===== src/rtl/cpu_arch_pkg.sv =====
`default_nettype none

package cpu_arch_pkg;

   typedef enum logic [1:0] {
      PH_FETCH = 2'd0,
      PH_EXEC  = 2'd1,
      PH_MEM   = 2'd2,
      PH_WB    = 2'd3
   } phase_e;

   // bit positions in the flag word
   localparam int unsigned FLAG_C = 0;
   localparam int unsigned FLAG_Z = 1;
   localparam int unsigned FLAG_S = 2;
   localparam int unsigned FLAG_V = 3;

   localparam logic [3:0] REG_LINK = 4'd14;
   localparam logic [3:0] REG_PC   = 4'd15;   // program counter, counts words

endpackage

`default_nettype wire


===== src/rtl/cpu_isa_pkg.sv =====
`default_nettype none

package cpu_isa_pkg;

   // instruction class, bits [27:25]
   typedef enum logic [2:0] {
      CLS_ALU2 = 3'd0,   // rd = ra op rb
      CLS_ALU1 = 3'd1,   // rd = ra op im8
      CLS_CALL = 3'd2,
      CLS_ST_I = 3'd6,
      CLS_LD_I = 3'd7
   } inst_class_e;

   typedef enum logic [3:0] {
      ALU_ADD = 4'd0,
      ALU_SUB = 4'd1,
      ALU_AND = 4'd2,
      ALU_OR  = 4'd3,
      ALU_XOR = 4'd4,
      ALU_SHL = 4'd5,
      ALU_SHR = 4'd6,
      ALU_MOV = 4'd7,
      ALU_CMP = 4'd8    // sub with flags only
   } alu_op_e;

   typedef enum logic [3:0] {
      COND_AL = 4'h0, COND_EQ = 4'h1, COND_NE = 4'h2, COND_CS = 4'h3,
      COND_CC = 4'h4, COND_MI = 4'h5, COND_PL = 4'h6, COND_VS = 4'h7,
      COND_VC = 4'h8, COND_HI = 4'h9, COND_LS = 4'ha, COND_GE = 4'hb,
      COND_LT = 4'hc, COND_GT = 4'hd, COND_LE = 4'he, COND_NV = 4'hf
   } cond_e;

   typedef struct packed {
      cond_e       cond;
      inst_class_e cls;
      logic        s;      // update flags
      logic [3:0]  rd;
      logic [3:0]  ra;
      alu_op_e     op;
      logic [3:0]  rb;
      logic [7:0]  im8;    // zero-extended
   } instr_reg_t;

   typedef struct packed {
      cond_e       cond;
      inst_class_e cls;
      logic        rsvd;
      logic [3:0]  rd;
      logic [3:0]  ra;
      logic [15:0] im16;   // signed word offset
   } instr_mem_t;

   typedef struct packed {
      cond_e       cond;
      inst_class_e cls;
      logic        rsvd;
      logic [23:0] im24;   // absolute word target
   } instr_call_t;

   typedef union packed {
      instr_reg_t  r;
      instr_mem_t  m;
      instr_call_t c;
   } instr_u;

endpackage

`default_nettype wire


===== src/rtl/cpu_ctrl_if.sv =====
`timescale 1ns/1ns
`default_nettype none

// decoded controls, valid from EXEC through WB
interface cpu_ctrl_if;
   logic                 ena;       // condition passed
   logic                 is_alu;
   logic                 is_call;
   logic                 is_ld;
   logic                 is_st;
   cpu_isa_pkg::alu_op_e alu_op;
   logic                 flag_en;
   logic                 wb_en;
   logic [3:0]           rd;
   logic [3:0]           ra;
   logic [3:0]           rb;
   logic [31:0]          imm;       // extended per class
   logic                 use_imm;

   modport dec (output ena, is_alu, is_call, is_ld, is_st, alu_op, flag_en,
                output wb_en, rd, ra, rb, imm, use_imm);
   modport dp (input ena, is_alu, is_call, is_ld, is_st, alu_op, flag_en,
               input wb_en, rd, ra, rb, imm, use_imm);
endinterface

`default_nettype wire


===== src/rtl/alu_flags.sv =====
`timescale 1ns/1ns
`default_nettype none

module alu_flags
(
   input  wire cpu_isa_pkg::alu_op_e op_i,
   input  wire [31:0]                a_i,
   input  wire [31:0]                b_i,
   input  wire [3:0]                 flags_i,   // current flags, C and V kept
   output logic [31:0]               res_o,
   output logic [3:0]                flags_o
);

   logic [32:0] sum;
   logic [32:0] diff;

   assign sum  = {1'b0, a_i} + {1'b0, b_i};
   assign diff = {1'b0, a_i} - {1'b0, b_i};

   always_comb
   begin
      flags_o = flags_i;
      case (op_i)
         cpu_isa_pkg::ALU_ADD:
         begin
            res_o = sum[31:0];
            flags_o[cpu_arch_pkg::FLAG_C] = sum[32];
            flags_o[cpu_arch_pkg::FLAG_V] = (a_i[31] == b_i[31]) && (sum[31] != a_i[31]);
         end
         cpu_isa_pkg::ALU_SUB, cpu_isa_pkg::ALU_CMP:
         begin
            res_o = diff[31:0];
            flags_o[cpu_arch_pkg::FLAG_C] = !diff[32];   // set when no borrow
            flags_o[cpu_arch_pkg::FLAG_V] = (a_i[31] != b_i[31]) && (diff[31] != a_i[31]);
         end
         cpu_isa_pkg::ALU_AND:
            res_o = a_i & b_i;
         cpu_isa_pkg::ALU_OR:
            res_o = a_i | b_i;
         cpu_isa_pkg::ALU_XOR:
            res_o = a_i ^ b_i;
         cpu_isa_pkg::ALU_SHL:
            res_o = a_i << b_i[4:0];
         cpu_isa_pkg::ALU_SHR:
            res_o = a_i >> b_i[4:0];   // logical
         cpu_isa_pkg::ALU_MOV:
            res_o = b_i;
         default:
            res_o = 32'd0;
      endcase
      flags_o[cpu_arch_pkg::FLAG_Z] = (res_o == 32'd0);
      flags_o[cpu_arch_pkg::FLAG_S] = res_o[31];
   end

endmodule

`default_nettype wire


===== src/rtl/cpu_datapath.sv =====
`timescale 1ns/1ns
`default_nettype none

module cpu_datapath
(
   input  wire                  clk,
   input  wire                  arst_n_i,
   input  wire                  ph_f_i,
   input  wire                  ph_e_i,
   input  wire                  ph_m_i,
   input  wire                  ph_w_i,
   input  wire cpu_arch_pkg::phase_e phase_i,
   input  wire                  bus_ready_i,
   input  wire  [31:0]          bus_rdata_i,
   cpu_ctrl_if.dp               ctrl,
   // register file
   input  wire  [31:0]          da_i,
   input  wire  [31:0]          db_i,
   input  wire  [31:0]          dd_i,
   input  wire  [31:0]          pc_i,
   output logic                 inc_pc_o,
   output logic                 link_o,
   output logic                 wb_en_o,
   output logic [31:0]          wb_data_o,
   // alu
   output logic [31:0]          alu_a_o,
   output logic [31:0]          alu_b_o,
   input  wire  [31:0]          alu_res_i,
   input  wire  [3:0]           alu_flags_i,
   output logic [3:0]           flags_o,
   output logic                 mem_req_o,
   output logic                 bus_done_o,
   output logic                 bus_valid_o,
   output logic [31:0]          bus_addr_o,
   output logic                 bus_wen_o,
   output logic [31:0]          bus_wdata_o
);

   logic [31:0] exe_q;         // alu result or ld/st address
   logic [3:0]  exe_flags_q;   // flags from EXEC, committed in WB
   logic [31:0] ld_q;
   logic [3:0]  flags_q;
   logic [31:0] mem_addr;

   assign alu_a_o  = da_i;
   assign alu_b_o  = ctrl.use_imm ? ctrl.imm : db_i;
   assign mem_addr = da_i + ctrl.imm;

   always_ff @(posedge clk)
   begin
      if (ph_e_i)
      begin
         exe_q       <= ctrl.is_alu ? alu_res_i : mem_addr;
         exe_flags_q <= alu_flags_i;
      end
      if (ph_m_i && bus_done_o)
         ld_q <= bus_rdata_i;
   end

   always_ff @(posedge clk or negedge arst_n_i)
   begin
      if (!arst_n_i)
         flags_q <= 4'd0;
      else if (ph_w_i && ctrl.ena && ctrl.flag_en)
         flags_q <= exe_flags_q;
   end

   assign flags_o = flags_q;

   // bus side, fetch at pc or ld/st at the registered address
   assign mem_req_o   = ctrl.ena && (ctrl.is_ld || ctrl.is_st);
   assign bus_valid_o = ph_f_i || (ph_m_i && mem_req_o);
   assign bus_done_o  = bus_valid_o && bus_ready_i;
   assign bus_addr_o  = (phase_i == cpu_arch_pkg::PH_MEM) ? exe_q : pc_i;
   assign bus_wen_o   = ph_m_i && mem_req_o && ctrl.is_st;
   assign bus_wdata_o = dd_i;

   assign inc_pc_o = ph_e_i;   // also for a failed condition
   assign link_o   = ph_e_i && ctrl.ena && ctrl.is_call;
   assign wb_en_o  = ph_w_i && ctrl.ena && ctrl.wb_en;

   always_comb
   begin
      if (ctrl.is_ld)
         wb_data_o = ld_q;
      else if (ctrl.is_call)
         wb_data_o = ctrl.imm;   // target into pc
      else
         wb_data_o = exe_q;
   end

endmodule

`default_nettype wire


===== src/rtl/cpu_top.sv =====
`timescale 1ns/1ns
`default_nettype none

module cpu_top
#(
   parameter logic [31:0] RESET_PC = 32'h0000_0000
)
(
   input  wire        clk,
   input  wire        arst_n_i,
   output wire        mbus_valid_o,
   input  wire        mbus_ready_i,
   output wire [31:0] mbus_addr_o,
   output wire [31:0] mbus_wdata_o,
   output wire        mbus_wen_o,
   input  wire [31:0] mbus_rdata_i
);

   logic                 ph_f, ph_e, ph_m, ph_w;
   cpu_arch_pkg::phase_e phase;
   logic                 bus_done;
   logic                 mem_req;
   logic [3:0]           flags;
   logic [3:0]           alu_flags;
   logic [31:0]          da, db, dd, pc;
   logic [31:0]          alu_a, alu_b, alu_res;
   logic                 inc_pc, link, wb_en;
   logic [31:0]          wb_data;

   cpu_ctrl_if ctrl_bus ();

   phase_sched i_phase_sched
   (
      .clk        (clk),
      .arst_n_i   (arst_n_i),
      .bus_done_i (bus_done),
      .mem_req_i  (mem_req),
      .ph_f_o     (ph_f),
      .ph_e_o     (ph_e),
      .ph_m_o     (ph_m),
      .ph_w_o     (ph_w),
      .phase_o    (phase)
   );

   instr_decode i_instr_decode
   (
      .clk      (clk),
      .arst_n_i (arst_n_i),
      .load_i   (ph_f & bus_done),   // ir loads on the fetch handshake
      .instr_i  (mbus_rdata_i),
      .flags_i  (flags),
      .ctrl     (ctrl_bus.dec)
   );

   cpu_datapath i_cpu_datapath
   (
      .clk         (clk),
      .arst_n_i    (arst_n_i),
      .ph_f_i      (ph_f),
      .ph_e_i      (ph_e),
      .ph_m_i      (ph_m),
      .ph_w_i      (ph_w),
      .phase_i     (phase),
      .bus_ready_i (mbus_ready_i),
      .bus_rdata_i (mbus_rdata_i),
      .ctrl        (ctrl_bus.dp),
      .da_i        (da),
      .db_i        (db),
      .dd_i        (dd),
      .pc_i        (pc),
      .inc_pc_o    (inc_pc),
      .link_o      (link),
      .wb_en_o     (wb_en),
      .wb_data_o   (wb_data),
      .alu_a_o     (alu_a),
      .alu_b_o     (alu_b),
      .alu_res_i   (alu_res),
      .alu_flags_i (alu_flags),
      .flags_o     (flags),
      .mem_req_o   (mem_req),
      .bus_done_o  (bus_done),
      .bus_valid_o (mbus_valid_o),
      .bus_addr_o  (mbus_addr_o),
      .bus_wen_o   (mbus_wen_o),
      .bus_wdata_o (mbus_wdata_o)
   );

   alu_flags i_alu_flags
   (
      .op_i    (ctrl_bus.alu_op),
      .a_i     (alu_a),
      .b_i     (alu_b),
      .flags_i (flags),
      .res_o   (alu_res),
      .flags_o (alu_flags)
   );

   reg_file #(.RESET_PC(RESET_PC)) i_reg_file
   (
      .clk       (clk),
      .arst_n_i  (arst_n_i),
      .ra_i      (ctrl_bus.ra),
      .rb_i      (ctrl_bus.rb),
      .rd_i      (ctrl_bus.rd),
      .inc_pc_i  (inc_pc),
      .link_i    (link),
      .wb_en_i   (wb_en),
      .wb_data_i (wb_data),
      .da_o      (da),
      .db_o      (db),
      .dd_o      (dd),
      .pc_o      (pc)
   );

endmodule

`default_nettype wire


===== src/rtl/instr_decode.sv =====
`timescale 1ns/1ns
`default_nettype none

module instr_decode
(
   input  wire         clk,
   input  wire         arst_n_i,
   input  wire         load_i,     // fetch handshake
   input  wire  [31:0] instr_i,
   input  wire  [3:0]  flags_i,
   cpu_ctrl_if.dec     ctrl
);

   cpu_isa_pkg::instr_u      ir_q;
   cpu_isa_pkg::inst_class_e cls;
   logic                     is_cmp;
   logic                     fc, fz, fs, fv;

   always_ff @(posedge clk or negedge arst_n_i)
   begin
      if (!arst_n_i)
         ir_q <= '0;
      else if (load_i)
         ir_q <= instr_i;
   end

   assign cls = ir_q.r.cls;
   assign fc  = flags_i[cpu_arch_pkg::FLAG_C];
   assign fz  = flags_i[cpu_arch_pkg::FLAG_Z];
   assign fs  = flags_i[cpu_arch_pkg::FLAG_S];
   assign fv  = flags_i[cpu_arch_pkg::FLAG_V];

   // condition test
   always_comb
   begin
      case (ir_q.r.cond)
         cpu_isa_pkg::COND_EQ: ctrl.ena = fz;
         cpu_isa_pkg::COND_NE: ctrl.ena = !fz;
         cpu_isa_pkg::COND_CS: ctrl.ena = fc;
         cpu_isa_pkg::COND_CC: ctrl.ena = !fc;
         cpu_isa_pkg::COND_MI: ctrl.ena = fs;
         cpu_isa_pkg::COND_PL: ctrl.ena = !fs;
         cpu_isa_pkg::COND_VS: ctrl.ena = fv;
         cpu_isa_pkg::COND_VC: ctrl.ena = !fv;
         cpu_isa_pkg::COND_HI: ctrl.ena = fc && !fz;
         cpu_isa_pkg::COND_LS: ctrl.ena = !fc || fz;
         cpu_isa_pkg::COND_GE: ctrl.ena = (fs == fv);
         cpu_isa_pkg::COND_LT: ctrl.ena = (fs != fv);
         cpu_isa_pkg::COND_GT: ctrl.ena = !fz && (fs == fv);
         cpu_isa_pkg::COND_LE: ctrl.ena = fz || (fs != fv);
         default:              ctrl.ena = 1'b1;   // AL and NV
      endcase
   end

   assign ctrl.is_alu  = (cls == cpu_isa_pkg::CLS_ALU2) || (cls == cpu_isa_pkg::CLS_ALU1);
   assign ctrl.is_call = (cls == cpu_isa_pkg::CLS_CALL);
   assign ctrl.is_ld   = (cls == cpu_isa_pkg::CLS_LD_I);
   assign ctrl.is_st   = (cls == cpu_isa_pkg::CLS_ST_I);
   assign is_cmp       = (ir_q.r.op == cpu_isa_pkg::ALU_CMP);

   assign ctrl.alu_op  = ir_q.r.op;
   assign ctrl.wb_en   = (ctrl.is_alu && !is_cmp) || ctrl.is_ld || ctrl.is_call;
   assign ctrl.flag_en = ctrl.is_alu && (is_cmp || ir_q.r.s);
   assign ctrl.use_imm = (cls == cpu_isa_pkg::CLS_ALU1);

   // call writes its target into the pc
   assign ctrl.rd = ctrl.is_call ? cpu_arch_pkg::REG_PC : ir_q.r.rd;
   assign ctrl.ra = ir_q.r.ra;   // same bits in the memory view
   assign ctrl.rb = ir_q.r.rb;

   always_comb
   begin
      case (cls)
         cpu_isa_pkg::CLS_ALU1:
            ctrl.imm = {24'd0, ir_q.r.im8};
         cpu_isa_pkg::CLS_CALL:
            ctrl.imm = {8'd0, ir_q.c.im24};
         cpu_isa_pkg::CLS_ST_I, cpu_isa_pkg::CLS_LD_I:
            ctrl.imm = {{16{ir_q.m.im16[15]}}, ir_q.m.im16};
         default:
            ctrl.imm = 32'd0;
      endcase
   end

endmodule

`default_nettype wire


===== src/rtl/phase_sched.sv =====
`timescale 1ns/1ns
`default_nettype none

module phase_sched
(
   input  wire                  clk,
   input  wire                  arst_n_i,
   input  wire                  bus_done_i,   // handshake this cycle
   input  wire                  mem_req_i,    // ld/st with condition passed
   output logic                 ph_f_o,
   output logic                 ph_e_o,
   output logic                 ph_m_o,
   output logic                 ph_w_o,
   output cpu_arch_pkg::phase_e phase_o
);

   cpu_arch_pkg::phase_e phase_q;
   cpu_arch_pkg::phase_e phase_d;
   logic                 run_q;   // keeps fetch quiet in the cycle after reset

   always_comb
   begin
      phase_d = phase_q;
      case (phase_q)
         cpu_arch_pkg::PH_FETCH:
            if (bus_done_i)
               phase_d = cpu_arch_pkg::PH_EXEC;
         cpu_arch_pkg::PH_EXEC:
            phase_d = cpu_arch_pkg::PH_MEM;
         cpu_arch_pkg::PH_MEM:
            if (!mem_req_i || bus_done_i)
               phase_d = cpu_arch_pkg::PH_WB;
         default:
            phase_d = cpu_arch_pkg::PH_FETCH;   // after WB
      endcase
   end

   always_ff @(posedge clk or negedge arst_n_i)
   begin
      if (!arst_n_i)
      begin
         phase_q <= cpu_arch_pkg::PH_FETCH;
         run_q   <= 1'b0;
      end
      else
      begin
         run_q <= 1'b1;
         if (run_q)
            phase_q <= phase_d;
      end
   end

   assign ph_f_o  = run_q && (phase_q == cpu_arch_pkg::PH_FETCH);
   assign ph_e_o  = (phase_q == cpu_arch_pkg::PH_EXEC);
   assign ph_m_o  = (phase_q == cpu_arch_pkg::PH_MEM);
   assign ph_w_o  = (phase_q == cpu_arch_pkg::PH_WB);
   assign phase_o = phase_q;

endmodule

`default_nettype wire


===== src/rtl/reg_file.sv =====
`timescale 1ns/1ns
`default_nettype none

module reg_file
#(
   parameter logic [31:0] RESET_PC = 32'h0000_0000
)
(
   input  wire         clk,
   input  wire         arst_n_i,
   input  wire  [3:0]  ra_i,
   input  wire  [3:0]  rb_i,
   input  wire  [3:0]  rd_i,
   input  wire         inc_pc_i,
   input  wire         link_i,      // r14 <= pc + 1
   input  wire         wb_en_i,
   input  wire  [31:0] wb_data_i,
   output logic [31:0] da_o,
   output logic [31:0] db_o,
   output logic [31:0] dd_o,        // store data
   output logic [31:0] pc_o
);

   logic [31:0] rf_q [16];
   logic [31:0] pc_inc;

   assign pc_inc = rf_q[cpu_arch_pkg::REG_PC] + 32'd1;

   always_ff @(posedge clk or negedge arst_n_i)
   begin
      if (!arst_n_i)
      begin
         for (int i = 0; i < 16; i++)
            rf_q[i] <= 32'd0;
         rf_q[cpu_arch_pkg::REG_PC] <= RESET_PC;
      end
      else
      begin
         if (inc_pc_i)
            rf_q[cpu_arch_pkg::REG_PC] <= pc_inc;
         if (link_i)
            rf_q[cpu_arch_pkg::REG_LINK] <= pc_inc;
         if (wb_en_i)
            rf_q[rd_i] <= wb_data_i;   // a jump beats the increment
      end
   end

   assign da_o = rf_q[ra_i];
   assign db_o = rf_q[rb_i];
   assign dd_o = rf_q[rd_i];
   assign pc_o = rf_q[cpu_arch_pkg::REG_PC];

endmodule

`default_nettype wire


===== config.mk =====
export PLATFORM = sky130hd
export DESIGN_NAME = cpu_top
export DESIGN_NICKNAME = d
export VERILOG_FILES = /design/src/rtl/cpu_arch_pkg.sv /design/src/rtl/cpu_isa_pkg.sv /design/src/rtl/cpu_ctrl_if.sv /design/src/rtl/alu_flags.sv /design/src/rtl/cpu_datapath.sv /design/src/rtl/cpu_top.sv /design/src/rtl/instr_decode.sv /design/src/rtl/phase_sched.sv /design/src/rtl/reg_file.sv
export SDC_FILE = /design/constraint.sdc
export NUM_CORES = 2
export LEC_CHECK = 0
export CORE_AREA = 2 2 365 367
export DETAILED_ROUTE_END_ITERATION = 8
export DIE_AREA = 0 0 367 369
export DONT_BUFFER_PORTS = 1
export PLACE_DENSITY_LB_ADDON = 0.12
export SETUP_SLACK_MARGIN = 0.15
export SKIP_CTS_REPAIR_TIMING = 1
export SYNTH_ARGS = -nofsm -noshare
export SYNTH_HDL_FRONTEND = slang
export SYNTH_SLANG_ARGS = --single-unit

===== constraint.sdc =====
create_clock -name clk -period 8.18 [get_ports clk]
set_input_delay 1.227 -clock clk [delete_from_list [all_inputs] [get_ports clk]]
set_output_delay 1.227 -clock clk [all_outputs]
set_load 0.005 [all_outputs]

==> out/metrics.yaml <==
placement:
  numPortBuffers: 0
  dp_hpwl_mm: 150
  gp_congestion: 1.03
final_layout:
  final_cell_mix: "nand2_1 (679), o21ai_0 (652), dfrtp_1 (539), mux4_2 (293), a21oi_1 (274)"
  drive_gt1_share_pct: 16.0
  final_common_cell: "nand2_1"
  final_nets: 5157
  area_delta_synth_final_pct: 9.23
  fill_cells: 13100
global_routing:
  grt-ovfl-total: 0
  antenna_found_initial: 17
  grt.total_usage_pct: 32.1
  grt_pass1_wl_mm: 319
  grt_max_degree: 552
  first_global_vias: 41700
synth:
  synth_cell_types: 102
  synth_area_leader_cell: "dfrtp_1"
  synth_top_cell_area_share_pct: 28.5
  synth_area_sq_um: 48400
  syn-mean-instance-area_sq_um: 9.24
  seq_area_frac_synth_pct: 32.7
  synth_nets: 5410
  synthFlopType: "dfrtp_1"
  syn_inst: 5236
  synth_edf_count: 68
  yosys_warnings: 0
  ys_async_sr_fraction_pct: 89.0
  ys_seq_elements: 619
  synth_area_leaders: "dfrtp_1 (28%), mux4_2 (14%), o21ai_0 (6.8%)"
setup_path:
  setup.worst_path.class: "register to register"
  cpMostUsedCell: "buf_4"
  reg2reg_depth: 23
  crit_slowest_cell: "dfrtp_4"
  cp.arrival_ns: 8.15
  cp-start-kind: "register"
  cp_cell_sequence: "buf_12 > mux4_2 > nor2b_1 > a211oi_1 > buf_4 > nor3_4 > ha_1 > fa_1 > nor2b_1 > o31ai_1 > a21oi_1 > nor3_1 > or3_1 > a21oi_1 > nand3b_1 > a211oi_1 > buf_4 > nor4bb_1 > and4_1 > nand4_1 > nor4_1 > buf_4 > and4b_1"
  path_max_fanout: 51
  crit_path_max_incr_delay_ns: 0.95
  cp.required_ns: 8.72
  crit_path_end_kind: "register"
floorplanning:
  coreArea_sq_um: 131000
  initial_core_util_pct: 36.9
  rows: 133
  pin_count: 101
  die_h_um: 369
  dieArea_sq_um: 135000
  die_w_um: 367
route:
  drt_pre_antenna_iters: 8
  dr.first_iter.drc_count: 5695
  route.detailed.drc: 0
  wl_mm: 223
  avgRoutedWirePerCell_um: 32.7
  ant_nets: 0
  route.vias.total: 44400
  via_per_inst: 6.51
clocking:
  root_buffer: "clkbuf_16"
  clock_latency_ns: 0.69
  numCtsBuffers: 79
  htreeDepth: 3
  clk_pin_slew_ns: 0.06
  cts_buffer_depth: 3
  cts_tree: "built"
  cts.sinks: 619
timing:
  fin_setup_tns_ns: 0
  period_needed_ns: 7.62
  period_share_pct: 93.1
  rsz0062_at_grt: "no"
  clock_skew_ns: 0.0475
  setup_violations: 0
  drv_slew: 343
  tightest_slew_ns: 2.07
  hold_viol: 0
  maxSlewHeadroom_pct: -37.7
  max_clock_freq_ghz: 0.131
min_path:
  hold_path_class: "input pin to async pin"
status:
  status: "complete, but fails checks"
  violations: "slew limit"
run:
  cap_violations: 0
[synthesized netlist by cell type (73+ instances only)]
| library cell | number |
|---|---|
| ha_1 | 136 |
| nor3_1 | 86 |
| clkbuf_1 | 348 |
| o31ai_1 | 96 |
| nand2_1 | 686 |
| a221oi_1 | 74 |
| o21ai_0 | 660 |
| dfrtp_1 | 551 |
| nand3_1 | 111 |
| mux2_2 | 134 |
| o22ai_1 | 73 |
| a21oi_1 | 276 |
| nor2_1 | 253 |
| mux4_2 | 293 |
| mux2i_1 | 163 |
| buf_1 | 78 |
| inv_1 | 111 |
[layer usage]
layer	global-route usage [%]	share of wire (%)	vias to the layer above
li1	-	-	19200
met1	44.7	43	22500
met2	49.1	44	2332
met3	6.46	9.2	443
met4	12.3	3.9	2
met5	0	0.0058	-
[area by class of cell]
class,instances,area (sq um),area share [%]
multi-input cells,4000,30300,57.3
flip-flops and latches,619,15900,30.0
clock buffers,106,2260,4.28
well taps,1755,2200,4.15
repair buffers,166,1320,2.50
clock inverters,40,454,0.859
inverters,117,440,0.833
diodes,12,30.0,0.0568
[logic make-up (layout without fill, tap and decap cells)]
family                     after synthesis  after routing  synth area share (%)
adders and majority gates              139            139                  3.64
and+or+nand+nor                       1479           1479                  14.0
buffers and inverters                  617            429                  5.26
AOI/OAI and AO/OA                     1679           1679                  21.8
DFF                                    619            619                  32.7
xor gates and xnor gates                98             98                  1.77
other                                    1             13               0.00775
muxes                                  604            604                  20.9
[sequential cells by signal, summed over array words and instances, names as in the netlist]
register	count
i_cpu_datapath.flags_o	4
i_reg_file.pc_o	32
i_cpu_datapath.exe_q	32
i_cpu_datapath.exe_flags_q	4
i_instr_decode.ir_q	32
i_cpu_datapath.ld_q	32
i_phase_sched.run_q	1
i_phase_sched.phase_o	2
i_reg_file.rf_q	480
[worst paths after layout]
kind                                          startpoint                            end  slack (ns)
max in group asynchronous                       arst_n_i        i_instr_decode.ir_q[19]        6.07
max reg2reg                       i_instr_decode.ir_q[8]  i_cpu_datapath.exe_flags_q[1]        0.56
min reg2reg                i_cpu_datapath.exe_flags_q[3]      i_cpu_datapath.flags_o[3]        0.46
min                                             arst_n_i           i_reg_file.rf_q[172]        0.30
max                               i_instr_decode.ir_q[8]  i_cpu_datapath.exe_flags_q[1]        0.56
min in group clk           i_cpu_datapath.exe_flags_q[3]      i_cpu_datapath.flags_o[3]        0.46
[critical path: cells and delay by family, from the launching register on]
kind	cells	cell delay, ns
DFF	1	0.95
and+or+nand+nor	11	2.34
AOI/OAI and AO/OA	5	1.87
adders and majority gates	2	0.72
muxes	1	0.36
buffers and inverters	4	1.12
[per-stage QoR]
stage / setup WS, ns / cell area [sq um] / hold WS (ns) / std cells / utilization, %
after floorplan: 1.53 / 48400 / 0.426 / 5236 / -
after global placement: 0.393 / 50100 / 0.445 / 6656 / 38.2
after detailed placement: 0.506 / 50100 / 0.460 / 6656 / 38.2
after CTS: 0.424 / 52800 / 0.249 / 6802 / 40.3
after global routing: 0.222 / 52800 / 0.275 / 6807 / 40.3
final: 0.563 / 52900 / 0.301 / 6815 / 40.3
Power is not shown: default switching activity piles up to over one toggle a cycle in this logic, so the estimate is an artifact.
